## src/hdl/batchMemory.sv

```systemverilog
`timescale 1ns/1ps

module batchMemory #(
    parameter type dataT = logic,
    parameter int entries = 16,
    parameter int readPorts = 1
) (
    input  logic                          clkDS,
    input  logic [$clog2(entries)-1:0]    wrAddr,
    input  dataT                          wrData,
    input  logic [$clog2(entries)-1:0]    rdAddr [readPorts],
    output dataT                          rdData [readPorts]
);
    dataT mem [entries];

    // Written every cycle, the stream never pauses
    always_ff @(posedge clkDS) begin
        mem[wrAddr] <= wrData;
    end

    // Registered reads, old data on a same-address collision
    always_ff @(posedge clkDS) begin
        for (int p = 0; p < readPorts; p++) begin
            rdData[p] <= mem[rdAddr[p]];
        end
    end

endmodule

```

## config.mk

```make
export PLATFORM = sky130hd
export DESIGN_NAME = batchMemory
export DESIGN_NICKNAME = d
export VERILOG_FILES = /design/src/hdl/batchMemory.sv
export SDC_FILE = /design/constraint.sdc
export NUM_CORES = 1
export LEC_CHECK = 0
export BUFFER_PORTS_ARGS = -buffer_cell sky130_fd_sc_hd__buf_2
export CORE_MARGIN = 2
export CORE_UTILIZATION = 50
export DETAILED_ROUTE_END_ITERATION = 8
export GPL_TIMING_DRIVEN = 1
export HOLD_SLACK_MARGIN = 0.15
export PLACE_DENSITY = 0.77
export SETUP_SLACK_MARGIN = 0.15
export SYNTH_ARGS = -nofsm -noshare
export SYNTH_HDL_FRONTEND = slang
export SYNTH_SLANG_ARGS = --single-unit
```

## constraint.sdc

```tcl
create_clock -name clkDS -period 1.4 [get_ports clkDS]
set_input_delay 0.28 -clock clkDS [delete_from_list [all_inputs] [get_ports clkDS]]
set_output_delay 0.28 -clock clkDS [all_outputs]
set_load 0.02 [all_outputs]
```

After elaboration in Yosys (flattened, before gate mapping)
Memory sizes are Yosys's and may differ from the RTL's. A register that Yosys moved wholly into a read port is not among the register bits.
Index checks and enable logic that the tools add are counted.
Widths: inputs -> output; s select.
Storage, ports and cells
  bits in registers: 0
  memory bits (writable): 16
  word-level logic and storage cells: 1
  memories kept: 1
Memory list
  mem: depth 16, width 1, read ports 1, clocked after Yosys merged registers in 1, wr ports 1, line 14  | dataT mem [entries];

Longest topological paths before layout
  depth after elaboration: 0
  depth in mapped cells: 3

Least setup slack after synthesis
OpenSTA, ideal clock, no wires.
  path type: register to register
  start: memory mem[13] (netlist bit)
  end: register rdData (read register of mem)
  library setup time: 0.122 ns
  arrival time: 1.013 ns
  path slack: 0.265 ns
  cell stages (with the launch flop): 4
  period minus slack after synthesis: 1.135 ns
  cells stage by stage: edfxtp_1 mux4_1 mux2i_1 mux2i_1
RTL lines
  start: declaration: line 14
  end: declaration: line 12  | output dataT rdData [readPorts]

==> qor.yml <==
status: "finished, final reports clean"
met1Wirelength_um: 527
top_layer: "met4"
dp_hpwl_um: 869
finalCriticalPeriod_ns: 1.21
grt_max_degree: 17
slew_headroom_pct: 80.3
track_usage_pct: 15.2
worst_setup_path_start_kind: "register"
grt_pass1_vias: 449
p_leak_uw: 0.000287
final_cell_count_no_fill: 75
yosysUniqueCellTypes: 9
slew_violations: 0
initial_core_util_pct: 55.3
place.port_buffers: 10
routedWlPerCell_um: 15.8
p_seq_share_pct: 63.0
synth-seq-cells: 17
ir_drop_mv: 0.587
final_hold_viol_count: 0
drv_cap: 0
nFillCells: 111
finalCritPeriodShare_pct: 86.4
drt-total-wl_um: 1180
post_drt_via_cell_ratio: 5.85
n_antenna_cell: 0
cp_data_arrival_time_ns: 1.39
worst_pin_slew_ns: 0.293
yosysTopAreaCellShare_pct: 65.1
cts_hold_buf: 0
crit_path_frequent_cell: "mux2i_1"
cts_inserted_buffers: 3
dr.pass1.iters: 4
critPathSlowestCell: "mux4_2"
area_delta_synth_final_pct: 11.0
fin_util_pct: 61.4
die_h_um: 42.4
crit_family: "multiplexers"
cpPeakStageDelay_ns: 0.48
postCtsSetupBuffers: 0
syn_nets: 56
cts.sinks: 17
fin_nets: 71
drc: 0
clockPowerShare_pct: 27.5
layout_setup_ws_ns: 0.190
yosysSeqAreaShare_pct: 67.8
syn_avg_cell_area_um2: 16.0
clkLatencyLatePin_ns: 0.29
crit_chain: "mux4_2, mux2i_1, mux2i_1"
tns_ns: 0
gp_congestion: 0.779
worstSetupEndpointType: "register"
worstSetupPathType: "register to register"
synth.top_cells.by_area: "edfxtp_1 65%, mux4_1 14%, nor2_1 4.6%"
die_area_mm2: 0.00180
synth_cells: 46
core_area_mm2: 0.00133
antenna_left: 0
p_sw_uw: 202
skew_ns: 0.00155
dr_wl_met3_um: 65
antenna_found_initial: 0
num_rows: 13
cp_num_buf_inv: 0
p_per_area_mw_per_mm2: 1120
p_int_uw: 719
yosysTopAreaCell: "edfxtp_1"
max_freq_ghz: 0.827
layout-drive-gt1-share_pct: 30.0
holdWs_ns: 0.177
clk_pin_slew_ns: 0.09
netlist_area_um2: 738
h-tree-depth: 1
critPathMaxFanout: 1
hp-class: "input port to register"
switching_share_pct: 21.9
clock_path_buffers: 2
dieWidth_um: 42.4
routed-via-count: 439
grt_pass1_wl_um: 1970
rsz0062_at_grt: "yes"
cts_root_buffer: "clkbuf_4"
placed_cells: 71
yosys_warnings: 0
cts_tree: "built"
ios: 11
required_ns: 1.58
grt_overflow: 0
dr_wl_met2_um: 556
drt_iter0_drc: 7
pwr-share-comb_pct: 9.4
post-place-ws_ns: 0.0202
setup_viol: 0
power groups by stage:
stage	clock network, uW	registers [uW]	logic, uW
6_report	254	580	86.9
5_1_grt	276	582	96.4
4_1_cts	255	580	85.3
3_5_place_dp	0	592	84.5
3_3_place_gp	0	591	81.7
2_1_floorplan	0	594	39.0
stage by stage:
stage / cell area (um2) / power (uW)
floorplan: 738 / 633
global placement: 807 / 673
detailed placement: 807 / 676
CTS: 831 / 920
global route: 820 / 955
finish: 820 / 921
area by class of cell:
type	count	area (um2)	share of cell area, %
flip-flops and latches	17	500	61.1
well taps	15	18.8	2.29
clock buffers	3	22.5	2.75
multi-input cells	29	223	27.2
clock inverters	1	5.00	0.611
repair buffers	10	50.0	6.11
kinds of logic (layout without fill, tap and decap cells):
group | Yosys count | in the layout | synth area share [%]
and+or+nand+nor | 22 | 22 | 13.9
DFF | 17 | 17 | 67.8
muxes | 7 | 7 | 18.3
buffers and inverters | 0 | 14 | 0
flip-flops by register name, summed over array words and instances, names as in the netlist:
| name | count |
|---|---|
| mem | 16 |
| rdData | 1 |
cells in the mapped netlist:
master    number
nand2b_1       4
nor3_1         6
mux4_1         4
edfxtp_1      16
nor2_1         9
mux2i_1        3
dfxtp_1        1
nand2_1        2
nor4_1         1
layout by cell type, fill, tap and decap left out:
| cell | n |
|---|---|
| buf_2 | 10 |
| clkbuf_4 | 3 |
| nor3_1 | 6 |
| nand2b_1 | 4 |
| nor4_1 | 1 |
| clkinv_2 | 1 |
| nand2_1 | 2 |
| mux2i_1 | 3 |
| nor2_1 | 9 |
| edfxtp_1 | 16 |
| mux4_2 | 4 |
| dfxtp_1 | 1 |
repair_timing:
item / in CTS / in global routing
setup endpoints to repair: 1 / 1
pin swaps: 0 / 0
gates resized for setup: 1 / 3
final timing paths:
| kind | start | to | slack [ns] | depth (start not counted) |
|---|---|---|---|---|
| hold / removal | rdAddr[2] | rdData$_DFF_P_ | 0.18 | 2 |
| hold reg to reg | mem[7]$_DFFE_PP_ | rdData$_DFF_P_ | 0.77 | 3 |
| setup / recovery | mem[0]$_DFFE_PP_ | rdData$_DFF_P_ | 0.19 | 3 |
| setup reg to reg | mem[0]$_DFFE_PP_ | rdData$_DFF_P_ | 0.19 | 3 |
layer usage:
layer | vias to the layer above | GRT usage (%)
met5 | - | 0
met4 | 0 | 7.50
met3 | 5 | 3.45
met2 | 22 | 25.2
met1 | 201 | 18.6
li1 | 211 | -
Power figures use the tool's default switching activity.
