## src/hdl/batchPkg.sv

```systemverilog
package batchPkg;

    // Signed fixed point, 4 integer bits and 14 fraction bits
    localparam int dataWidth = 18;
    localparam int fracBits = 14;
    localparam int maxChannels = 4;

    typedef logic signed [dataWidth-1:0] fixT;

    typedef struct packed {
        fixT re;
        fixT im;
    } complexT;

    // Pole factors per channel
    localparam complexT lambdaF [maxChannels] = '{
        '{15565, 3277}, '{14746, -4915}, '{13107, 6554}, '{12288, 0}
    };
    localparam complexT lambdaB [maxChannels] = '{
        '{15565, -3277}, '{14746, 4915}, '{13107, -6554}, '{12288, 0}
    };

    // Output weights per channel
    localparam complexT weightF [maxChannels] = '{
        '{4096, 1024}, '{3277, -2048}, '{2458, 819}, '{1638, 0}
    };
    localparam complexT weightB [maxChannels] = '{
        '{4096, -1024}, '{3277, 2048}, '{2458, -819}, '{1638, 0}
    };

    // Contribution of each control bit, rows by channel and columns by bit
    localparam complexT ctrlF [maxChannels][maxChannels] = '{
        '{'{512, 128}, '{384, -96}, '{256, 64}, '{192, 0}},
        '{'{448, -160}, '{320, 80}, '{224, -48}, '{160, 32}},
        '{'{400, 200}, '{288, -144}, '{208, 96}, '{144, -64}},
        '{'{480, 0}, '{352, 0}, '{240, 0}, '{176, 0}}
    };
    localparam complexT ctrlB [maxChannels][maxChannels] = '{
        '{'{480, -120}, '{360, 90}, '{240, -60}, '{180, 0}},
        '{'{420, 150}, '{300, -75}, '{210, 45}, '{150, -30}},
        '{'{380, -190}, '{270, 135}, '{190, -95}, '{135, 60}},
        '{'{460, 0}, '{340, 0}, '{230, 0}, '{170, 0}}
    };

    // Product truncated by an arithmetic shift, result wraps at dataWidth
    function automatic fixT fixMul(input fixT a, input fixT b);
        logic signed [2*dataWidth-1:0] prod;
        prod = a * b;
        return fixT'(prod >>> fracBits);
    endfunction

    // Each partial product is truncated on its own before the sum
    function automatic complexT cMul(input complexT a, input complexT b);
        complexT r;
        r.re = fixMul(a.re, b.re) - fixMul(a.im, b.im);
        r.im = fixMul(a.re, b.im) + fixMul(a.im, b.re);
        return r;
    endfunction

    function automatic complexT cAdd(input complexT a, input complexT b);
        complexT r;
        r.re = a.re + b.re;
        r.im = a.im + b.im;
        return r;
    endfunction

endpackage

```

## src/hdl/calcChannel.sv

```systemverilog
`timescale 1ns/1ps

module calcChannel #(
    parameter int channel = 0,
    parameter int N = 3
) (
    input  logic                 clkDS,
    input  logic                 rst,
    input  logic                 restartN,
    input  logic [N-1:0]         lhBits,
    input  logic [N-1:0]         bwdBits,
    input  logic [N-1:0]         fwdBits,
    output batchPkg::fixT        fwdPart,
    output batchPkg::fixT        bwdPart
);
    import batchPkg::*;

    complexT lhDrive, bwdDrive, fwdDrive;
    complexT lhState, bwdState, fwdState;
    complexT fwdHeld, bwdHeld;
    complexT fwdWeighted, bwdWeighted;

    // Lookup table, sum of the contributions of all set bits
    function automatic complexT bitSum(input logic [N-1:0] bits, input logic useFwd);
        complexT acc;
        complexT term;
        acc = '0;
        for (int b = 0; b < N; b++) begin
            term = useFwd ? ctrlF[channel][b] : ctrlB[channel][b];
            if (bits[b]) begin
                acc = cAdd(acc, term);
            end
        end
        return acc;
    endfunction

    assign lhDrive = bitSum(lhBits, 1'b0);
    assign bwdDrive = bitSum(bwdBits, 1'b0);
    assign fwdDrive = bitSum(fwdBits, 1'b1);

    // Lookahead warms up the backward state on the following batch
    recursionStage #(.pole(lambdaB[channel])) lhRec (
        .clkDS      (clkDS),
        .restartN   (restartN),
        .restartVal ('0),
        .drive      (lhDrive),
        .state      (lhState)
    );

    recursionStage #(.pole(lambdaB[channel])) bwdRec (
        .clkDS      (clkDS),
        .restartN   (restartN),
        .restartVal (lhState),
        .drive      (bwdDrive),
        .state      (bwdState)
    );

    recursionStage #(.pole(lambdaF[channel])) fwdRec (
        .clkDS      (clkDS),
        .restartN   (restartN),
        .restartVal ('0),
        .drive      (fwdDrive),
        .state      (fwdState)
    );

    // Only the real part survives the weighting
    assign fwdWeighted = cMul(weightF[channel], fwdHeld);
    assign bwdWeighted = cMul(weightB[channel], bwdHeld);

    // Register after the recursion, then after the weight product
    always_ff @(posedge clkDS) begin
        if (!rst) begin
            fwdHeld <= '0;
            bwdHeld <= '0;
            fwdPart <= '0;
            bwdPart <= '0;
        end else begin
            fwdHeld <= fwdState;
            bwdHeld <= bwdState;
            fwdPart <= fwdWeighted.re;
            bwdPart <= bwdWeighted.re;
        end
    end

endmodule

```

## src/hdl/recursionStage.sv

```systemverilog
`timescale 1ns/1ps

module recursionStage #(
    parameter batchPkg::complexT pole = '0
) (
    input  logic                 clkDS,
    input  logic                 restartN,
    input  batchPkg::complexT    restartVal,
    input  batchPkg::complexT    drive,
    output batchPkg::complexT    state
);
    import batchPkg::*;

    complexT nextState;

    // First order step
    always_comb begin
        nextState = cAdd(cMul(pole, state), drive);
    end

    // Restart drops the drive of that cycle
    always_ff @(posedge clkDS) begin
        if (!restartN) begin
            state <= restartVal;
        end else begin
            state <= nextState;
        end
    end

    // One restart per batch, so never two cycles in a row
    singleRestart: assert property (@(posedge clkDS) !restartN |=> restartN)
        else $error("restartN held low for more than one cycle");

endmodule

```

## config.mk

```make
export PLATFORM = sky130hd
export DESIGN_NAME = calcChannel
export DESIGN_NICKNAME = d
export VERILOG_FILES = /design/src/hdl/batchPkg.sv /design/src/hdl/calcChannel.sv /design/src/hdl/recursionStage.sv
export SDC_FILE = /design/constraint.sdc
export NUM_CORES = 2
export LEC_CHECK = 0
export BUFFER_PORTS_ARGS = -buffer_cell sky130_fd_sc_hd__buf_2
export CAP_MARGIN = 0
export CORE_ASPECT_RATIO = 1.2
export CORE_MARGIN = 3
export CORE_UTILIZATION = 50
export CTS_BUF_LIST = sky130_fd_sc_hd__clkbuf_8
export CTS_CLUSTER_SIZE = 25
export DETAILED_ROUTE_END_ITERATION = 8
export GPL_ROUTABILITY_DRIVEN = 1
export PLACE_DENSITY = 0.69
export SETUP_SLACK_MARGIN = 0.4
export SYNTH_ARGS = -nofsm -noshare
export SYNTH_HDL_FRONTEND = slang
export SYNTH_SLANG_ARGS = --single-unit
export TNS_END_PERCENT = 50
```

## constraint.sdc

```tcl
create_clock -name clkDS -period 10.9 [get_ports clkDS]
set_input_delay 1.635 -clock clkDS [delete_from_list [all_inputs] [get_ports clkDS]]
set_output_delay 1.635 -clock clkDS [all_outputs]
set_load 0.05 [all_outputs]
```

* After elaboration in Yosys (flattened, before gate mapping)
Index checks and enable logic that the tools add are counted.
** Word-level totals
- Register bits after elaboration :: 216
- Input bits :: 12
- Output and inout port bits :: 36
- Word-level logic and storage cells :: 61
** Cells by class
- $add $sub $neg :: 27
- Multipliers :: 12
- Muxes and demuxes :: 10
** Operators with widths (number)
- 2-to-1 mux 36 bit :: 7
- multiplier 15 x 18 -> 32 bit (first input constant) :: 6
- multiplier 13 x 18 -> 31 bit (first input constant) :: 6
- adder 18 bit :: 9
- adder 18 x 10 -> 18 bit (second input constant) :: 4
- adder 18 x 8 -> 18 bit (second input constant) :: 4
- 2-to-1 mux 27 bit :: 2
- subtractor 18 bit :: 3
- adder 18 x 7 -> 18 bit (second input constant) :: 2
- adder 18 x 9 -> 18 bit (second input constant) :: 2
- 2-to-1 mux 28 bit :: 1
- negator 18 -> 22 bit :: 1
- subtractor 16 x 18 -> 18 bit :: 1
- subtractor 16 x 14 -> 17 bit :: 1

* Logic depth before layout (Yosys ltp)
- Word-level depth :: 7
- Gate-level depth with buffers :: 34
- Gate-level depth less buffers :: 34

* Cells and area by module
Synthesis repeated with hierarchy kept, for this count alone.
** Second synthesis, totals
- Cell total of the unflattened synthesis :: 7051
- Area, all modules :: 66889.2 µm²
** By module, submodules not included
- recursionStage at fwdRec :: instances 1, cells an instance 2233, area an instance 20947.6 µm², seq. area each 720.7 µm²
- recursionStage at bwdRec :: instances 1, cells an instance 2150, area an instance 20641.0 µm², seq. area each 720.7 µm²
- recursionStage at lhRec :: instances 1, cells an instance 2151, area an instance 20504.7 µm², seq. area each 720.7 µm²
- calcChannel :: instances 1, cells an instance 517, area an instance 4795.8 µm², seq. area each 1981.9 µm²

* Worst setup path after synthesis
No wires, ideal clock.
- Path kind :: register to register
- Start :: register lhRec.state[35] (netlist bit)
- End :: register lhRec.state[35] (netlist bit)
- Library setup time :: 0.059 ns
- Arrival time :: 7.987 ns
- Data required time :: 10.841 ns
- Slack :: 2.854 ns
- Cell stages (with the launch flop) :: 31
- Buffers on the path :: 0
- Clock period less this slack :: 8.046 ns
- Cell sequence :: dfxtp_1 > ha_1 > inv_1 > ha_1 > fa_1 > fa_1 > fa_1 > inv_1 > fa_1 > inv_1 > ha_1 > nand4_1 > a311o_1 > a31oi_1 > nand2b_1 > and2_1 > nor2_1 > nor2b_1 > nor2_1 > xnor2_1 > fa_1 > ha_1 > and2_1 > a22o_1 > a311o_1 > nand2_1 > o21ai_0 > a311o_1 > and3_1 > or4_1 > nand2_1
** Between the ends
- Longest elaborated chain between the ends :: 3
** RTL lines
- start: declaration :: line recursionStage.sv:10 : output batchPkg::complexT state
- start signal: assignment :: line recursionStage.sv:24 : state <= restartVal;
- start signal: assignment :: line recursionStage.sv:26 : state <= nextState;
- multiplier 15 x 18 -> 32 bit :: line batchPkg.sv:48 : prod = a * b;
- subtractor 18 bit :: line batchPkg.sv:55 : r.re = fixMul(a.re, b.re) - fixMul(a.im, b.im);
- adder 18 bit :: line batchPkg.sv:62 : r.re = a.re + b.re;
No other way between the ends.
A chain may end at the register's enable or synchronous reset.

* Final worst setup path
- Start :: register bwdRec.state[5] (netlist bit)
- End :: register bwdRec.state[34] (netlist bit)
** Between the ends
- Longest elaborated chain between the ends :: 4
** RTL lines
- start: declaration :: line recursionStage.sv:10
- start signal: assignment :: line recursionStage.sv:24
- start signal: assignment :: line recursionStage.sv:26
- multiplier 13 x 18 -> 31 bit :: line batchPkg.sv:48
- subtractor 18 bit :: line batchPkg.sv:55
- adder 18 bit :: line batchPkg.sv:62
- 2-to-1 mux 36 bit :: line recursionStage.sv:23 : if (!restartN) begin
No other way between the ends.

==> impl_metrics.prom <==
# TYPE chip_impl_metric gauge
chip_impl_metric{name="multiInputGateArea",unit="sq mm"} 0.0529
chip_impl_metric{name="route.vias.total",unit=""} 45000
chip_impl_metric{name="cell_area_after_synthesis",unit="sq mm"} 0.0653
chip_impl_metric{name="drc",unit=""} 0
chip_impl_metric{name="grt_max_degree",unit=""} 91
chip_impl_metric{name="clkLatencyLatePin",unit="ns"} 0.72
chip_impl_metric{name="endpoints_failing_setup",unit=""} 0
chip_impl_metric{name="final_cell_count_no_fill",unit=""} 8664
chip_impl_metric{name="timing_worst_slew_pin_value",unit="ns"} 1.21
chip_impl_metric{name="cts_hold_buffers",unit=""} 0
chip_impl_metric{name="critical_path.max_fanout",unit=""} 6
chip_impl_metric{name="clock_path_buffers",unit=""} 3
chip_impl_metric{name="post_cts_resized",unit=""} 0
chip_impl_metric{name="placed_cells",unit=""} 8574
chip_impl_metric{name="placedInstanceArea",unit="sq mm"} 0.0676
chip_impl_info{name="synthFlopType",value="dfxtp_1"} 1
chip_impl_metric{name="synth_warnings",unit=""} 0
chip_impl_info{name="timing.critical_path.max_delay_family",value="adder cells"} 1
chip_impl_metric{name="num_rows",unit=""} 144
chip_impl_metric{name="clkSinkCount",unit=""} 207
chip_impl_metric{name="floorplan.initialDensity",unit="%"} 50.6
chip_impl_metric{name="cts.clk_slew.worst_paths",unit="ns"} 0.06
chip_impl_metric{name="routed_wl",unit="um"} 158000
chip_impl_metric{name="fin_setup_tns",unit="ns"} 0
chip_impl_metric{name="path_buf_inv",unit=""} 6
chip_impl_metric{name="final_period_util",unit="%"} 81.7
chip_impl_info{name="most_area_hungry_cell_type_in_the_yosys_netlist",value="fa_1"} 1
chip_impl_info{name="clock_tree.root_cell",value="clkbuf_8"} 1
chip_impl_metric{name="remaining_antenna_violation_count_after_routing",unit=""} 0
chip_impl_metric{name="maxCapViolCount",unit=""} 0
chip_impl_metric{name="slew_viol_final",unit=""} 0
chip_impl_metric{name="achievable-frequency",unit="MHz"} 112
chip_impl_metric{name="placement.setup.worst_slack",unit="ns"} 2.06
chip_impl_metric{name="vias_per_cell",unit=""} 5.20
chip_impl_metric{name="post_synth_edffs",unit=""} 0
chip_impl_metric{name="area_growth",unit="%"} 5.31
chip_impl_metric{name="cts_htree_levels",unit=""} 2
chip_impl_metric{name="synth-seq-cells",unit=""} 207
chip_impl_info{name="hold_path.class",value="flop to flop"} 1
chip_impl_metric{name="port_buffers",unit=""} 47
chip_impl_info{name="outcome",value="completed"} 1
chip_impl_info{name="netlist_top_cells_area",value="fa_1 (37%), ha_1 (25%), inv_1 (12%), dfxtp_1 (6.3%), xnor2_1 (2.8%)"} 1
chip_impl_metric{name="routedWlPerCell",unit="um"} 18.2
chip_impl_info{name="crit_path_launch_type",value="flop"} 1
chip_impl_metric{name="post-route-cell-area",unit="sq mm"} 0.0687
chip_impl_metric{name="setup_slack_of_the_critical_path_after_layout",unit="ns"} 1.99
chip_impl_metric{name="cts_buffers",unit=""} 45
chip_impl_metric{name="gp_routability_congestion",unit=""} 0.965
chip_impl_metric{name="dpl.hpwl",unit="um"} 141000
chip_impl_metric{name="gr-total-overflow",unit=""} 0
chip_impl_metric{name="worst_path_largest_cell_delay",unit="ns"} 0.67
chip_impl_metric{name="synth-async-reset-ratio",unit="%"} 0
chip_impl_metric{name="grt_util_all_layers",unit="%"} 24.5
chip_impl_metric{name="die_h",unit="um"} 402
chip_impl_metric{name="postSynthNetCount",unit=""} 9391
chip_impl_metric{name="design.portCount",unit=""} 48
chip_impl_metric{name="antenna_violations_before_repair",unit=""} 11
chip_impl_info{name="cp-end-kind",value="flop"} 1
chip_impl_metric{name="syn_avg_cell_area",unit="sq um"} 9.50
chip_impl_info{name="crit_type",value="flop to flop"} 1
chip_impl_metric{name="finalHoldViolations",unit=""} 0
chip_impl_metric{name="die_w",unit="um"} 336
chip_impl_metric{name="final_nets",unit=""} 9464
chip_impl_metric{name="required",unit="ns"} 11.33
chip_impl_info{name="slowest_stage",value="nor4b_1"} 1
chip_impl_metric{name="first_global_vias",unit=""} 49300
chip_impl_metric{name="netlist_instances",unit=""} 6869
chip_impl_metric{name="timing.critical_path.arrival",unit="ns"} 9.33
chip_impl_metric{name="clock_skew",unit="ns"} 0.0887
chip_impl_metric{name="yosysUniqueCellTypes",unit=""} 90
chip_impl_metric{name="core_region_area",unit="sq mm"} 0.129
chip_impl_metric{name="proportion_of_layout_cells_with_a_drive_suffix_above_1",unit="%"} 2.79
chip_impl_info{name="tritoncts",value="done"} 1
chip_impl_metric{name="synth_seq_area_share",unit="%"} 6.35
chip_impl_metric{name="post_cts.repair.setup_buffers",unit=""} 0
chip_impl_metric{name="fill_cells",unit=""} 11700
chip_impl_metric{name="fin_crit_period",unit="ns"} 8.91
chip_impl_metric{name="synthDominantCellAreaShare",unit="%"} 37.4
chip_impl_metric{name="drt_pass1_iterations",unit=""} 7
chip_impl_metric{name="regArea",unit="sq mm"} 0.00415
chip_impl_metric{name="dieArea",unit="sq mm"} 0.135
chip_impl_metric{name="detailedRoute.firstIterationViolations",unit=""} 2075
chip_impl_metric{name="first_pass_grt_wire_length",unit="um"} 260000
chip_impl_info{name="rsz0062_at_grt",value="false"} 1
chip_impl_metric{name="maxSlewHeadroom",unit="%"} 17.4
## kinds of logic (layout without fill, tap and decap cells)
logic type / after synthesis / after routing / share of synthesized area (%)
adder cells (fa/ha/maj): 2510 / 2510 / 62.1
buffers and inverters: 2183 / 2293 / 12.6
AND/OR/NAND/NOR: 855 / 855 / 6.42
AO/OA/AOI/OAI: 760 / 760 / 7.59
XOR/XNOR: 325 / 325 / 4.48
flip-flops: 207 / 207 / 6.35
multiplexers: 29 / 29 / 0.462
other: 0 / 6 / 0
## cell usage after synthesis, types with 14 or more instances
master,n
o21bai_1,39
o21ai_1,34
nor3_1,102
a31oi_1,19
a21oi_1,204
and2_1,44
o21ai_0,135
nor2b_1,41
or3_1,27
dfxtp_1,207
clkbuf_1,26
o21a_1,50
and3_1,30
inv_1,2145
nand4_1,29
a211oi_1,25
xnor2_1,208
nand3_1,55
nand2b_1,31
o31ai_1,16
ha_1,1291
nand2_1,153
fa_1,1219
xor2_1,111
mux2i_1,20
or2_2,14
nor2_1,276
o211ai_1,20
a21o_1,97
## worst register-to-register path, delay by kind of cell, from the launching register on
| family | cells | cell delay, ns |
|---|---|---|
| DFF | 1 | 0.58 |
| AOI/OAI and AO/OA | 9 | 1.69 |
| muxes | 1 | 0.47 |
| adders and majority gates | 9 | 3.94 |
| buffers and inverters | 6 | 0.48 |
| and+or+nand+nor | 3 | 0.88 |
| xor gates and xnor gates | 1 | 0.62 |
## sequential cells by signal, summed over array words and instances, names as in the netlist
name and flops:
bwdHeld 34, bwdPart 18, bwdRec.state 36, fwdHeld 30, fwdPart 17, fwdRec.state 36
lhRec.state 36
## final timing paths
kind | cells past startpoint | end | startpoint | slack, ns
worst max register to register | 29 | bwdRec.state[34] | bwdRec.state[5] | 1.99
worst min register to register | 2 | fwdPart[0] | fwdHeld[4] | 0.54
worst min-delay path | 2 | fwdPart[0] | fwdHeld[4] | 0.54
worst max-delay path | 29 | bwdRec.state[34] | bwdRec.state[5] | 1.99
## layout make-up
cell class,count,area share (%)
Timing Repair Buffer,60,0.488
Multi-Input combinational cell,4479,77.0
Tap cell,1679,3.06
Sequential cell,207,6.03
Inverter,2149,11.7
Clock inverter,34,0.663
Clock buffer,50,1.00
Antenna cell,6,0.0218
## metrics by stage
stage	hold WS (ns)	util, %
2_1_floorplan	0.491	-
3_3_place_gp	0.530	52.4
3_5_place_dp	0.542	52.4
4_1_cts	0.531	53.3
5_1_grt	0.534	53.3
6_report	0.536	53.3
## metal layers
| layer | GRT usage [%] | wire length [um] |
|---|---|---|
| met2 | 44.5 | 81500 |
| met3 | 2.52 | 5710 |
| met1 | 30.8 | 65500 |
| met4 | 7.02 | 5110 |
| met5 | 0 | 34 |
## placed cells by master (no fill, tap or decap), drive strengths merged, types with 30 or more instances in the layout
cell / Yosys / routed
inv: 2148 / 2155
ha: 1291 / 1291
fa: 1219 / 1219
nor2: 276 / 276
xnor2: 208 / 208
dfxtp: 207 / 207
a21oi: 204 / 204
o21ai: 169 / 169
nand2: 154 / 154
xor2: 112 / 112
nor3: 103 / 103
a21o: 97 / 97
buf: 8 / 60
nand3: 55 / 55
o21a: 50 / 50
clkbuf: 26 / 50
and2: 46 / 46
nor2b: 41 / 41
o21bai: 39 / 39
nand2b: 32 / 32
and3: 30 / 30
Power is not shown: default switching activity piles up to over one toggle a cycle in this logic, so the estimate is an artifact.
