===== config.mk =====
export PLATFORM = sky130hd
export DESIGN_NAME = batchSequencer
export DESIGN_NICKNAME = d
export VERILOG_FILES = /design/src/hdl/batchSequencer.sv
export SDC_FILE = /design/constraint.sdc
export NUM_CORES = 1
export LEC_CHECK = 0
export ABC_AREA = 0
export BUFFER_PORTS_ARGS = -buffer_cell sky130_fd_sc_hd__clkbuf_2
export CAP_MARGIN = 20
export CORE_MARGIN = 5
export CORE_UTILIZATION = 55
export CTS_CLUSTER_DIAMETER = 200
export DETAILED_ROUTE_END_ITERATION = 10
export PLACE_DENSITY_LB_ADDON = 0.1
export SETUP_SLACK_MARGIN = 0.4
export SYNTH_ARGS = -nofsm -noshare
export SYNTH_HDL_FRONTEND = slang
export SYNTH_SLANG_ARGS = --single-unit
export TNS_END_PERCENT = 50

===== constraint.sdc =====
create_clock -name clkDS -period 2.3 [get_ports clkDS]
set_input_delay 0.69 -clock clkDS [delete_from_list [all_inputs] [get_ports clkDS]]
set_output_delay 0.69 -clock clkDS [all_outputs]
set_load 0.1 [all_outputs]

===== src/hdl/batchSequencer.sv =====
`timescale 1ns/1ps

module batchSequencer #(
    parameter int depth = 16
) (
    input  logic                          clkDS,
    input  logic                          rst,
    output logic [$clog2(4*depth)-1:0]    wrAddr,
    output logic [$clog2(4*depth)-1:0]    lhAddr,
    output logic [$clog2(4*depth)-1:0]    bwdAddr,
    output logic [$clog2(4*depth)-1:0]    fwdAddr,
    output logic [$clog2(2*depth)-1:0]    resWrAddr,
    output logic [$clog2(2*depth)-1:0]    resBwdAddr,
    output logic [$clog2(2*depth)-1:0]    resFwdAddr,
    output logic                          restartN,
    output logic                          outValid
);
    localparam int cntWidth = $clog2(depth);
    localparam int fillCycles = 3*depth + 5;

    logic [cntWidth-1:0] cnt, cntRev;
    logic [1:0] slot, lhSlot, calcSlot;
    logic lastSample;

    // Batch position and ping-pong half delayed to the channel outputs
    logic [cntWidth-1:0] cntD [3];
    logic [cntWidth-1:0] cntRevD [3];
    logic halfD [3];

    logic [$clog2(fillCycles)-1:0] fillCnt;

    assign lastSample = (cnt == cntWidth'(depth-1));

    always_ff @(posedge clkDS) begin
        if (!rst) begin
            cnt <= '0;
            cntRev <= cntWidth'(depth-1);
            slot <= 2'd0;
            lhSlot <= 2'd3;
            calcSlot <= 2'd2;
            restartN <= 1'b1;
        end else begin
            // Slots rotate at the end of every batch
            if (lastSample) begin
                cnt <= '0;
                cntRev <= cntWidth'(depth-1);
                calcSlot <= lhSlot;
                lhSlot <= slot;
                slot <= slot + 2'd1;
            end else begin
                cnt <= cnt + 1'b1;
                cntRev <= cntRev - 1'b1;
            end
            // Lines up with the read data of the last sample
            restartN <= !lastSample;
        end
    end

    // Three stages to match the recursion and the two output registers
    always_ff @(posedge clkDS) begin
        if (!rst) begin
            cntD <= '{default: '0};
            cntRevD <= '{default: '0};
            halfD <= '{default: 1'b0};
        end else begin
            cntD[0] <= cnt;
            cntD[1] <= cntD[0];
            cntD[2] <= cntD[1];
            cntRevD[0] <= cntRev;
            cntRevD[1] <= cntRevD[0];
            cntRevD[2] <= cntRevD[1];
            halfD[0] <= slot[0];
            halfD[1] <= halfD[0];
            halfD[2] <= halfD[1];
        end
    end

    // First output once batch zero has gone through both result passes
    always_ff @(posedge clkDS) begin
        if (!rst) begin
            fillCnt <= '0;
            outValid <= 1'b0;
        end else if (!outValid) begin
            fillCnt <= fillCnt + 1'b1;
            if (fillCnt == ($clog2(fillCycles))'(fillCycles-1)) begin
                outValid <= 1'b1;
            end
        end
    end

    assign wrAddr = {cnt, slot};
    assign lhAddr = {cntRev, lhSlot};
    assign bwdAddr = {cntRev, calcSlot};
    assign fwdAddr = {cnt, calcSlot};

    // Results of one batch are read back while the next one is written
    assign resWrAddr = {cntD[2], halfD[2]};
    assign resFwdAddr = {cntD[2], !halfD[2]};
    assign resBwdAddr = {cntRevD[2], !halfD[2]};

    slotsDistinct: assert property (@(posedge clkDS) disable iff (!rst)
        (slot != lhSlot) && (slot != calcSlot) && (lhSlot != calcSlot))
        else $error("write, lookahead and compute slots overlap");

endmodule


---- Word level (Yosys, flattened, before mapping) ----
Cells that the tools add are included.
cells by class
  add/sub/neg operators ................... 4
  multiply operators ...................... 0
  divide/modulo/power cells ............... 0
  magnitude comparators ................... 0
  equal/unequal tests ..................... 2
  shift-type cells ........................ 0
  muxes and demuxes ....................... 2
  bitwise operators ....................... 1
  reduce and logical (&&, ||, !) cells .... 3
operators by type and width
  cell                   count
  $add A6 B1 Y6 const B  1
  $eq A6 B6 Y1 const B   1
  $add A4 B1 Y4 const B  1
  $eq A4 B4 Y1 const B   1
  $sub A4 B1 Y4 const B  1
  $add A2 B1 Y2 const B  1
  $logic_not A1 Y1       2
  $mux W1                2
  $reduce_or A2 Y1       1
  $not A1 Y1             1
storage, ports and cells
  register bits ........................... 49
  latch bits .............................. 0
  RAM bits ................................ 0
  bits in read-only memories .............. 0
  bits of input ports ..................... 2
  logic and storage cells ................. 29
  memories kept ........................... 0

---- Longest topological paths before layout ----
Gate-level depths: netlist (run 1).
  word-level depth ........................ 3
  mapped depth ............................ 4

---- Least setup slack after synthesis (run 1) ----
Ideal clock, no wire load.
  kind .................................... reg2out
  start ................................... register cnt[2]
  end ..................................... output wrAddr[4]
  arrival ................................. 1515 ps
  data required time ...................... 1610 ps
  path slack .............................. 95 ps
  stages on the path, launching flop included .. 2
  path buffers ............................ 1
  cell sequence ........................... dfxtp_1 -> buf_4
RTL lines
  what                    RTL line  text
  start, declared         21        logic [cntWidth-1:0] cnt, cntRev;
  start signal, assigned  51        cnt <= cnt + 1'b1;
  end, declared           8         output logic [$clog2(4*depth)-1:0] wrAddr,
No word-level cell between the ends.

---- Final worst setup path (run 1) ----
  start ................................... register cnt[2]
  end ..................................... output fwdAddr[4]
RTL lines
  what           RTL line  text
  end, declared  11        output logic [$clog2(4*depth)-1:0] fwdAddr,
No word-level cell between the ends.

==> run_results.csv, run 1 <==
group,metric,value,unit
power_and_ir_drop,peakVddDrop,671,uV
yosys,yosysUniqueCellTypes,28,
cts,clk_pin_slew,150,ps
cts,clockRootBuffer,"clkbuf_4",
critical_path,path_max_fanout,8,
yosys,syn_avg_cell_area,10.8,um2
power_and_ir_drop,power.density,785,mW/mm2
global_routing,track_usage,0.122,
detailed_routing,dr.pass1.iters,4,
critical_path,worstSetupPathType,"flop to primary output",
placement,hpwl,1.71,mm
critical_path,cp.buffers_inverters,1,
detailed_routing,routed_via_density,4.43,
floorplan,io_pins,43,
cells_and_area,drive_gt1_frac,0.339,
cts,cts_hold_buf,0,
yosys,syn_inst,165,
cells_and_area,antenna_cells,0,
detailed_routing,vias,1018,
yosys,yosys.area_share.simple,0.218,
critical_path,critPathTopFamily,"flip-flops",
cells_and_area,synthToLayoutAreaGrowth,11.1,%
sta,slew_viol_final,0,
sta,fin_tns_setup,0,ps
power_and_ir_drop,p_leak,0.914,nW
yosys,synth_area,0.00179,mm2
yosys,yosysSeqAreaShare,0.549,
floorplan,die_w,67.0,um
detailed_routing,dr.first_iter.drc_count,35,
cts,clock_path_buffers,2,
global_routing,grt_max_degree,47,
floorplan,row_count,20,
yosys,yosys_warnings,0,
cts,cts.sinks,49,
yosys,ys_ff_latch,49,
critical_path,worstPathRequired,1610,ps
floorplan,dieArea,0.00449,mm2
sta,clock_skew,9.58,ps
detailed_routing,drc_errors,0,
cts,cts_tree,"built",
sta,fin_crit,1860,ps
yosys,muxShareOfSynthArea,0.0224,
cells_and_area,fin_nets,191,
sta,post-route-period-util,0.809,
power_and_ir_drop,fin_total_pwr,0.00156,W
yosys,synth_top_area_cell,"dfxtp_1",
yosys,synth.area.top_cells,"dfxtp_1 (55%), and2_1 (12%), buf_4 (10%)",
yosys,synth_top_family_by_area,"simple AND/OR/NAND/NOR gates",
cts,cts.repair.resized,12,
floorplan,dieHeight,67.0,um
detailed_routing,drt_wl_total,2.41,mm
critical_path,cpPeakStageDelay,450,ps
global_routing,grt_overflow,0,
hold_path,worstHoldPathType,"flop to flop",
critical_path,worstSetupEndpointType,"primary output",
yosys,synth_compound_area_frac,0.0112,
critical_path,crit_slowest_cell,"dfxtp_2",
sta,hold_viol,0,
floorplan,core-area,0.00308,mm2
critical_path,cp-start-kind,"flop",
critical_path,crit_chain,"clkbuf_4",
sta,rsz0062_at_grt,"yes",
cts,htree_levels,2,
yosys,synth_fa_ha_area_frac,0.0280,
cts,post_cts_buffers,0,
global_routing,antenna_found_initial,0,
yosys,synth_nets,171,
yosys,synth_xor_area_frac,0.0490,
sta,maxSlewHeadroom,0.587,
sta,setup-violations-final,0,
global_routing,grt_pass1_vias,978,
detailed_routing,wl_per_cell,10.5,um
sta,fmax,537,MHz
floorplan,start_util,0.581,
cts,clock_latency,360,ps
yosys,yosysTopAreaCellShare,0.549,
placement,gp_congestion,0.716,
critical_path,arrival,1170,ps
detailed_routing,antenna_left,0,
cts,numCtsBuffers,5,
global_routing,grt_pass1_wl,4.08,mm
run,drv_cap,0,
placement,port_buffers,42,
sta,max_slew.worst_pin.slew,620,ps
status,status,"finished, final reports clean",
==> area by class of cell <==
cell class / instances / area, um2
clock buffers: 5 / 37.5
clock inverters: 3 / 26.3
fillers: 261 / 1090
inverters: 5 / 18.8
multi-input cells: 82 / 587
flip-flops and latches: 49 / 992
well taps: 44 / 55.1
repair buffers: 42 / 269
==> flip-flops by register name, summed over array words and instances, names as in the netlist, 4 cells and up <==
register	flops
cnt	4
resFwdAddr	4
resBwdAddr	4
cntRev	4
fillCnt	6
cntRevD	8
cntD	8
==> where the power goes <==
part | internal, W | total, W | switching (W)
Clock | 0.000126 | 0.000405 | 0.000279
Sequential | 0.000882 | 0.000906 | 0.0000238
Combinational | 0.0000493 | 0.000247 | 0.000197
==> synthesized netlist by cell type <==
cell type,n
nand4b_4,1
mux2i_1,4
nand2b_1,2
dfxtp_1,49
and2_1,33
clkbuf_2,1
nor3_1,1
nand2_1,9
ha_1,4
nand3_1,2
nand3_4,1
nand4b_1,1
nor2b_1,3
and2_2,1
o31ai_1,1
xor2_1,2
xnor2_1,8
and2_4,1
inv_1,5
clkbuf_1,3
o211ai_1,1
buf_4,24
and3_1,1
and4b_1,1
nand4_1,2
buf_2,1
nor2_1,2
a21oi_1,1
==> layer usage <==
layer  up-vias  part of all wire  global-route usage
li1        533                 -                   -
met1       452              0.42               0.125
met2        31              0.49               0.216
met3         2             0.086              0.0573
met4         0            0.0079              0.0380
met5         -                 0                   0
==> worst paths after layout <==
| path | startpoint | to | slack (ps) | cells past startpoint |
|---|---|---|---|---|
| max | cnt[2]$_SDFF_PP0_ | fwdAddr[4] | 440 | 1 |
| min | cntRev[0]$_SDFF_PP1_ | cntRev[0]$_SDFF_PP1_ | 440 | 1 |
| max reg2reg | cnt[0]$_SDFF_PP0_ | slot[1]$_SDFFE_PN0N_ | 1050 | 4 |
| min reg2reg | cntRev[0]$_SDFF_PP1_ | cntRev[0]$_SDFF_PP1_ | 440 | 1 |
==> cell usage in the layout (no fill, tap or decap), types with 2 or more instances in the layout <==
| master | n |
|---|---|
| and2_1 | 33 |
| buf_2 | 4 |
| clkbuf_2 | 16 |
| clkbuf_4 | 26 |
| clkinvlp_4 | 2 |
| dfxtp_1 | 40 |
| dfxtp_2 | 9 |
| ha_1 | 4 |
| inv_1 | 5 |
| mux2i_1 | 4 |
| nand2_1 | 9 |
| nand2b_1 | 2 |
| nand3_1 | 2 |
| nand4_1 | 2 |
| nor2_1 | 2 |
| nor2b_1 | 3 |
| xnor2_1 | 8 |
| xor2_1 | 2 |
==> cells by family after synthesis <==
kind of cell,Yosys count
AOI/OAI and AO/OA,3
buffers and inverters,34
and+or+nand+nor,61
xor gates and xnor gates,10
adders and majority gates,4
DFF,49
muxes,4
==> per-stage QoR <==
step | cell area [um2] | std cells | utilization | hold slack (ps) | setup WS (ps)
2_1_floorplan | 1800 | 165 | - | 412 | 237
3_3_place_gp | 1860 | 222 | 0.605 | 410 | 682
3_5_place_dp | 1860 | 222 | 0.605 | 408 | 649
4_1_cts | 1960 | 230 | 0.636 | 442 | 372
5_1_grt | 1990 | 230 | 0.645 | 455 | 347
6_report | 1990 | 230 | 0.645 | 441 | 438
Power figures use the tool's default switching activity.
==> run 2: changes to the inputs <==
Settings changed: CORE_UTILIZATION 55 to 52.
Clock period 2.3 ns to 1.8 ns, I/O delays scaled along.
==> run_results.csv, run 2 (synthesis gave the netlist of run 1 again) <==
group,metric,value,unit
global_routing,grt_pass1_wl,5.42,mm
sta,slew_viol_final,0,
detailed_routing,dr.first_iter.drc_count,74,
floorplan,die_w,68.6,um
critical_path,crit_slowest_cell,"dfxtp_2",
cts,clock_path_buffers,2,
power_and_ir_drop,fin_total_pwr,0.00230,W
sta,clock_skew,3.50,ps
global_routing,grt_overflow,0,
critical_path,r2r_cells,5,
floorplan,row_count,21,
cells_and_area,fin_util,0.849,
sta,rsz0062_at_grt,"yes",
run,drv_cap,0,
critical_path,cpPeakStageDelay,390,ps
critical_path,r2r-end,"slot[1]$_SDFFE_PN0N_",
cells_and_area,mostFrequentLayoutCells,"and2_1 (33), dfxtp_1 (24), clkbuf_16 (18), buf_4 (18), buf_12 (17)",
hold_path,whs_endpoint,"resWrAddr[0]$_SDFF_PN0_",
cts,htree_levels,2,
critical_path,cp.buffers_inverters,2,
critical_path,r2r_slack,490,ps
detailed_routing,vias,1163,
critical_path,worstSetupEndpointType,"primary output",
critical_path,crit_chain,"clkinvlp_4, buf_8",
global_routing,antenna_found_initial,0,
power_and_ir_drop,p_comb_frac,0.197,
cells_and_area,reg_top3,"cntD (8), cntRevD (8), fillCnt (6)",
sta,holdWs,447,ps
cells_and_area,nFillCells,167,
critical_path,arrival,1060,ps
sta,max_slew.worst_pin.slew,403,ps
power_and_ir_drop,p_leak,1.26,nW
sta,maxSlewHeadroom,0.731,
sta,post-route-period-util,0.886,
cells_and_area,drive_gt1_frac,0.485,
sta,fin_crit,1600,ps
cells_and_area,fin_area,0.00283,mm2
status,status,"finished, final reports clean",
critical_path,reg2reg_from,"cnt[0]$_SDFF_PP0_",
power_and_ir_drop,power.density,813,mW/mm2
sta,setup-violations-final,0,
global_routing,grt_pass1_vias,1125,
cts,clock_latency,350,ps
sta,fin_tns_setup,0,ps
sta,hold_viol,0,
critical_path,worstSetupPathType,"flop to primary output",
critical_path,worstPathRequired,1260,ps
cts,clk_pin_slew,130,ps
hold_path,hold_start,"halfD[1]$_SDFF_PN0_",
detailed_routing,antenna_left,0,
critical_path,critPathTopFamily,"flip-flops",
placement,gp_congestion,0.681,
placement,port_buffers,42,
power_and_ir_drop,power_frac_clock,0.304,
cts,cts_tree,"built",
power_and_ir_drop,power.switching,0.000640,W
detailed_routing,drt_wl_total,3.68,mm
cells_and_area,fin_nets,209,
hold_path,min_path_cells,1,
floorplan,start_util,0.536,
floorplan,core-area,0.00334,mm2
sta,fmax,627,MHz
critical_path,cp.depth,2,
critical_path,path_max_fanout,2,
cells_and_area,synthToLayoutAreaGrowth,58.4,%
global_routing,track_usage,0.160,
power_and_ir_drop,peakVddDrop,537,uV
detailed_routing,routed_via_density,4.65,
cells_and_area,final_common_cell,"and2_1",
floorplan,dieArea,0.00471,mm2
global_routing,grt_max_degree,25,
detailed_routing,dr.pass1.iters,4,
floorplan,dieHeight,68.6,um
critical_path,cp-start-kind,"flop",
power_and_ir_drop,intPower,0.00166,W
cells_and_area,seqCellArea,0.00105,mm2
cells_and_area,antenna_cells,0,
cts,cts.sinks,49,
hold_path,worstHoldPathType,"flop to flop",
cts,clockRootBuffer,"clkbuf_4",
cells_and_area,multi_input_area,599,um2
floorplan,io_pins,43,
placement,hpwl,1.78,mm
detailed_routing,wl_per_cell,14.7,um
cts,numCtsBuffers,5,
detailed_routing,drc_errors,0,
placement,postPlaceCellArea,0.00194,mm2
power_and_ir_drop,power.share.sequential,0.499,
power_and_ir_drop,p_sw_frac,0.278,
run 2: changes by cell type in the layout (fill, tap and decap cells not counted), sizes merged:
cell / previous run / this run
clkinv: 0 / 1
bufinv: 0 / 1
clkbuf: 42 / 28
buf: 5 / 38
clkinvlp: 2 / 1
inv: 6 / 4
run 2: worst max-delay path by stage:
stage	slack, ps	from	endpoint
2_1_floorplan	150	resWrAddr[0]$_SDFF_PN0_	resFwdAddr[0]
3_3_place_gp	410	rst	fillCnt[5]$_SDFFE_PN0N_
3_5_place_dp	370	rst	fillCnt[5]$_SDFFE_PN0N_
4_1_cts	200	resWrAddr[0]$_SDFF_PN0_	resFwdAddr[0]
5_1_grt	140	resWrAddr[0]$_SDFF_PN0_	resFwdAddr[0]
6_report	200	resWrAddr[0]$_SDFF_PN0_	resFwdAddr[0]
run 2: per-stage QoR:
step                      setup slack [ps]  cells
after CTS                              197    244
after floorplan                        149    165
after global placement                 405    225
after global routing                   140    250
after detailed placement               374    225
final                                  205    250
run 2: per-layer routing:
metal / vias up / track usage / wire length, um
met5: - / 0 / 0
met4: 0 / 0.0744 / 59
met3: 7 / 0.0470 / 225
met2: 48 / 0.261 / 1920
met1: 532 / 0.194 / 1480
li1: 576 / - / -
run 2: timing repair:
action                                  CTS  global route
buffers inserted                         11             6
gates cloned                              0             0
gates resized for setup                  86            76
hold buffers                              0             0
endpoints found under the setup margin   41            41
run 2: final cells by class:
type | instances | share of cell area
Sequential cell | 49 | 0.372
Timing Repair Buffer | 60 | 0.354
Multi-Input combinational cell | 82 | 0.212
Clock buffer | 6 | 0.0221
Tap cell | 46 | 0.0203
Clock inverter | 2 | 0.0124
Inverter | 5 | 0.00795
run 2: power by group through the flow:
stage,Sequential (W),Combinational (W),Clock (W)
floorplan,0.00125,0.000220,0
global placement,0.00117,0.000313,0
global route,0.00116,0.000473,0.000762
CTS,0.00115,0.000418,0.000710
detailed placement,0.00118,0.000316,0
finish,0.00115,0.000454,0.000699
==> run 3: changes to the inputs <==
Settings changed: CORE_UTILIZATION 52 to 45.
==> run_results.csv, run 3 (synthesis gave the netlist of run 1 again) <==
group,metric,value,unit
sta,fin_crit,1490,ps
detailed_routing,drc_errors,0,
detailed_routing,dr.pass1.iters,4,
cts,clockRootBuffer,"clkbuf_8",
placement,gp_congestion,0.704,
critical_path,worstPathRequired,1260,ps
sta,hold_viol,0,
cts,cts_hold_buf,0,
hold_path,worstHoldPathType,"flop to flop",
global_routing,grt_pass1_vias,1129,
global_routing,grt_pass1_wl,5.36,mm
detailed_routing,vias,1138,
power_and_ir_drop,p_sw_frac,0.281,
floorplan,core-area,0.00391,mm2
global_routing,grtUsageMet3,0.0551,
floorplan,start_util,0.457,
global_routing,track_usage,0.132,
power_and_ir_drop,p_leak,1.25,nW
sta,rsz0062_at_grt,"yes",
status,status,"finished, final reports clean",
placement,dp_cells,230,
placement,hpwl,1.91,mm
cells_and_area,drive_gt1_frac,0.478,
cells_and_area,multi_input_area,599,um2
global_routing,grt_max_degree,28,
critical_path,worstSetupEndpointType,"primary output",
critical_path,arrival,950,ps
floorplan,dieArea,0.00533,mm2
cells_and_area,mostFrequentLayoutCells,"and2_1 (33), dfxtp_1 (26), buf_4 (21)",
sta,fmax,672,MHz
cells_and_area,reg_top3,"cntD (8), cntRevD (8), fillCnt (6)",
critical_path,worstSetupPathType,"flop to primary output",
cts,numCtsBuffers,5,
detailed_routing,wl_per_cell,12.9,um
cells_and_area,antenna_cells,0,
cts,clock_path_buffers,2,
placement,port_buffers,42,
cells_and_area,fin_util,0.716,
cells_and_area,final_cells,255,
sta,max_slew.worst_pin.slew,421,ps
cells_and_area,seqCellArea,0.00104,mm2
detailed_routing,routed_via_density,4.46,
cts,cts.sinks,49,
global_routing,grt_busiest_layer,"met2",
cells_and_area,synthToLayoutAreaGrowth,56.8,%
cts,htree_levels,2,
global_routing,antenna_found_initial,0,
cells_and_area,final_common_cell,"and2_1",
power_and_ir_drop,power_frac_clock,0.299,
sta,maxSlewHeadroom,0.719,
sta,clock_skew,3.67,ps
floorplan,dieHeight,73.0,um
floorplan,io_pins,43,
power_and_ir_drop,peakVddDrop,561,uV
cts,cts_tree,"built",
critical_path,cp-start-kind,"flop",
critical_path,path_max_fanout,2,
global_routing,met1_usage,0.146,
power_and_ir_drop,power.density,806,mW/mm2
sta,fin_tns_setup,0,ps
detailed_routing,dr.first_iter.drc_count,32,
run,drv_cap,0,
power_and_ir_drop,intPower,0.00162,W
floorplan,die_w,73.0,um
power_and_ir_drop,p_comb_frac,0.192,
power_and_ir_drop,power.share.sequential,0.509,
global_routing,grt_use_met2,0.221,
cts,clock_latency,290,ps
cts,clk_pin_slew,80,ps
cells_and_area,fin_nets,210,
sta,slew_viol_final,0,
global_routing,grt_overflow,0,
detailed_routing,drt_wl_total,3.29,mm
sta,setup-violations-final,0,
detailed_routing,antenna_left,0,
sta,post-route-period-util,0.827,
floorplan,row_count,23,
cells_and_area,nFillCells,283,
power_and_ir_drop,power.switching,0.000635,W
==> run 3: area by class of cell <==
| type | count | area share |
|---|---|---|
| sequential | 49 | 0.373 |
| timing repair buffer | 61 | 0.347 |
| clock buffer | 7 | 0.0344 |
| inverter | 5 | 0.00804 |
| multi-input combinational | 82 | 0.214 |
| clock inverter | 1 | 0.00179 |
| tap | 50 | 0.0223 |
==> run 3: per-layer routing <==
| layer | vias to the layer above | wire length, um |
|---|---|---|
| met5 | - | 0 |
| li1 | 571 | - |
| met3 | 5 | 159 |
| met4 | 0 | 53 |
| met2 | 26 | 1780 |
| met1 | 536 | 1300 |
==> run 3: final timing paths <==
kind	from	to	slack, ps	depth (start not counted)
max	resWrAddr[0]$_SDFF_PN0_	resBwdAddr[0]	310	2
max reg2reg	cnt[0]$_SDFF_PP0_	slot[1]$_SDFFE_PN0N_	530	5
min	cntRevD[7]$_SDFF_PN0_	resBwdAddr[4]$_SDFF_PN0_	430	1
min reg2reg	cntRevD[7]$_SDFF_PN0_	resBwdAddr[4]$_SDFF_PN0_	430	1
==> run 3: critical path: stages (launching register included) <==
cell and delay [ps]:
dfxtp_2 360, clkinvlp_4 110, buf_8 180
==> run 3: timing repair <==
| item | in CTS | in global routing |
|---|---|---|
| buffers inserted | 11 | 6 |
| endpoints found under the hold margin | 0 | 0 |
| gates resized for setup | 83 | 66 |
| setup endpoints to repair | 41 | 41 |
| pin swaps | 0 | 0 |
==> run 3: power by group through the flow <==
stage / logic [W] / clock network, W / registers (W)
finish: 0.000434 / 0.000675 / 0.00115
global route: 0.000451 / 0.000762 / 0.00116
CTS: 0.000413 / 0.000695 / 0.00115
detailed placement: 0.000316 / 0 / 0.00118
global placement: 0.000314 / 0 / 0.00117
floorplan: 0.000220 / 0 / 0.00125
==> run 3: per-stage QoR <==
stage	power (W)	area, um2	hold WS [ps]	setup slack (ps)
3_3_place_gp	0.00149	1940	413	424
4_1_cts	0.00226	2570	436	285
6_report	0.00226	2800	434	312
3_5_place_dp	0.00149	1940	417	401
5_1_grt	0.00237	2800	448	252
2_1_floorplan	0.00147	1890	412	149
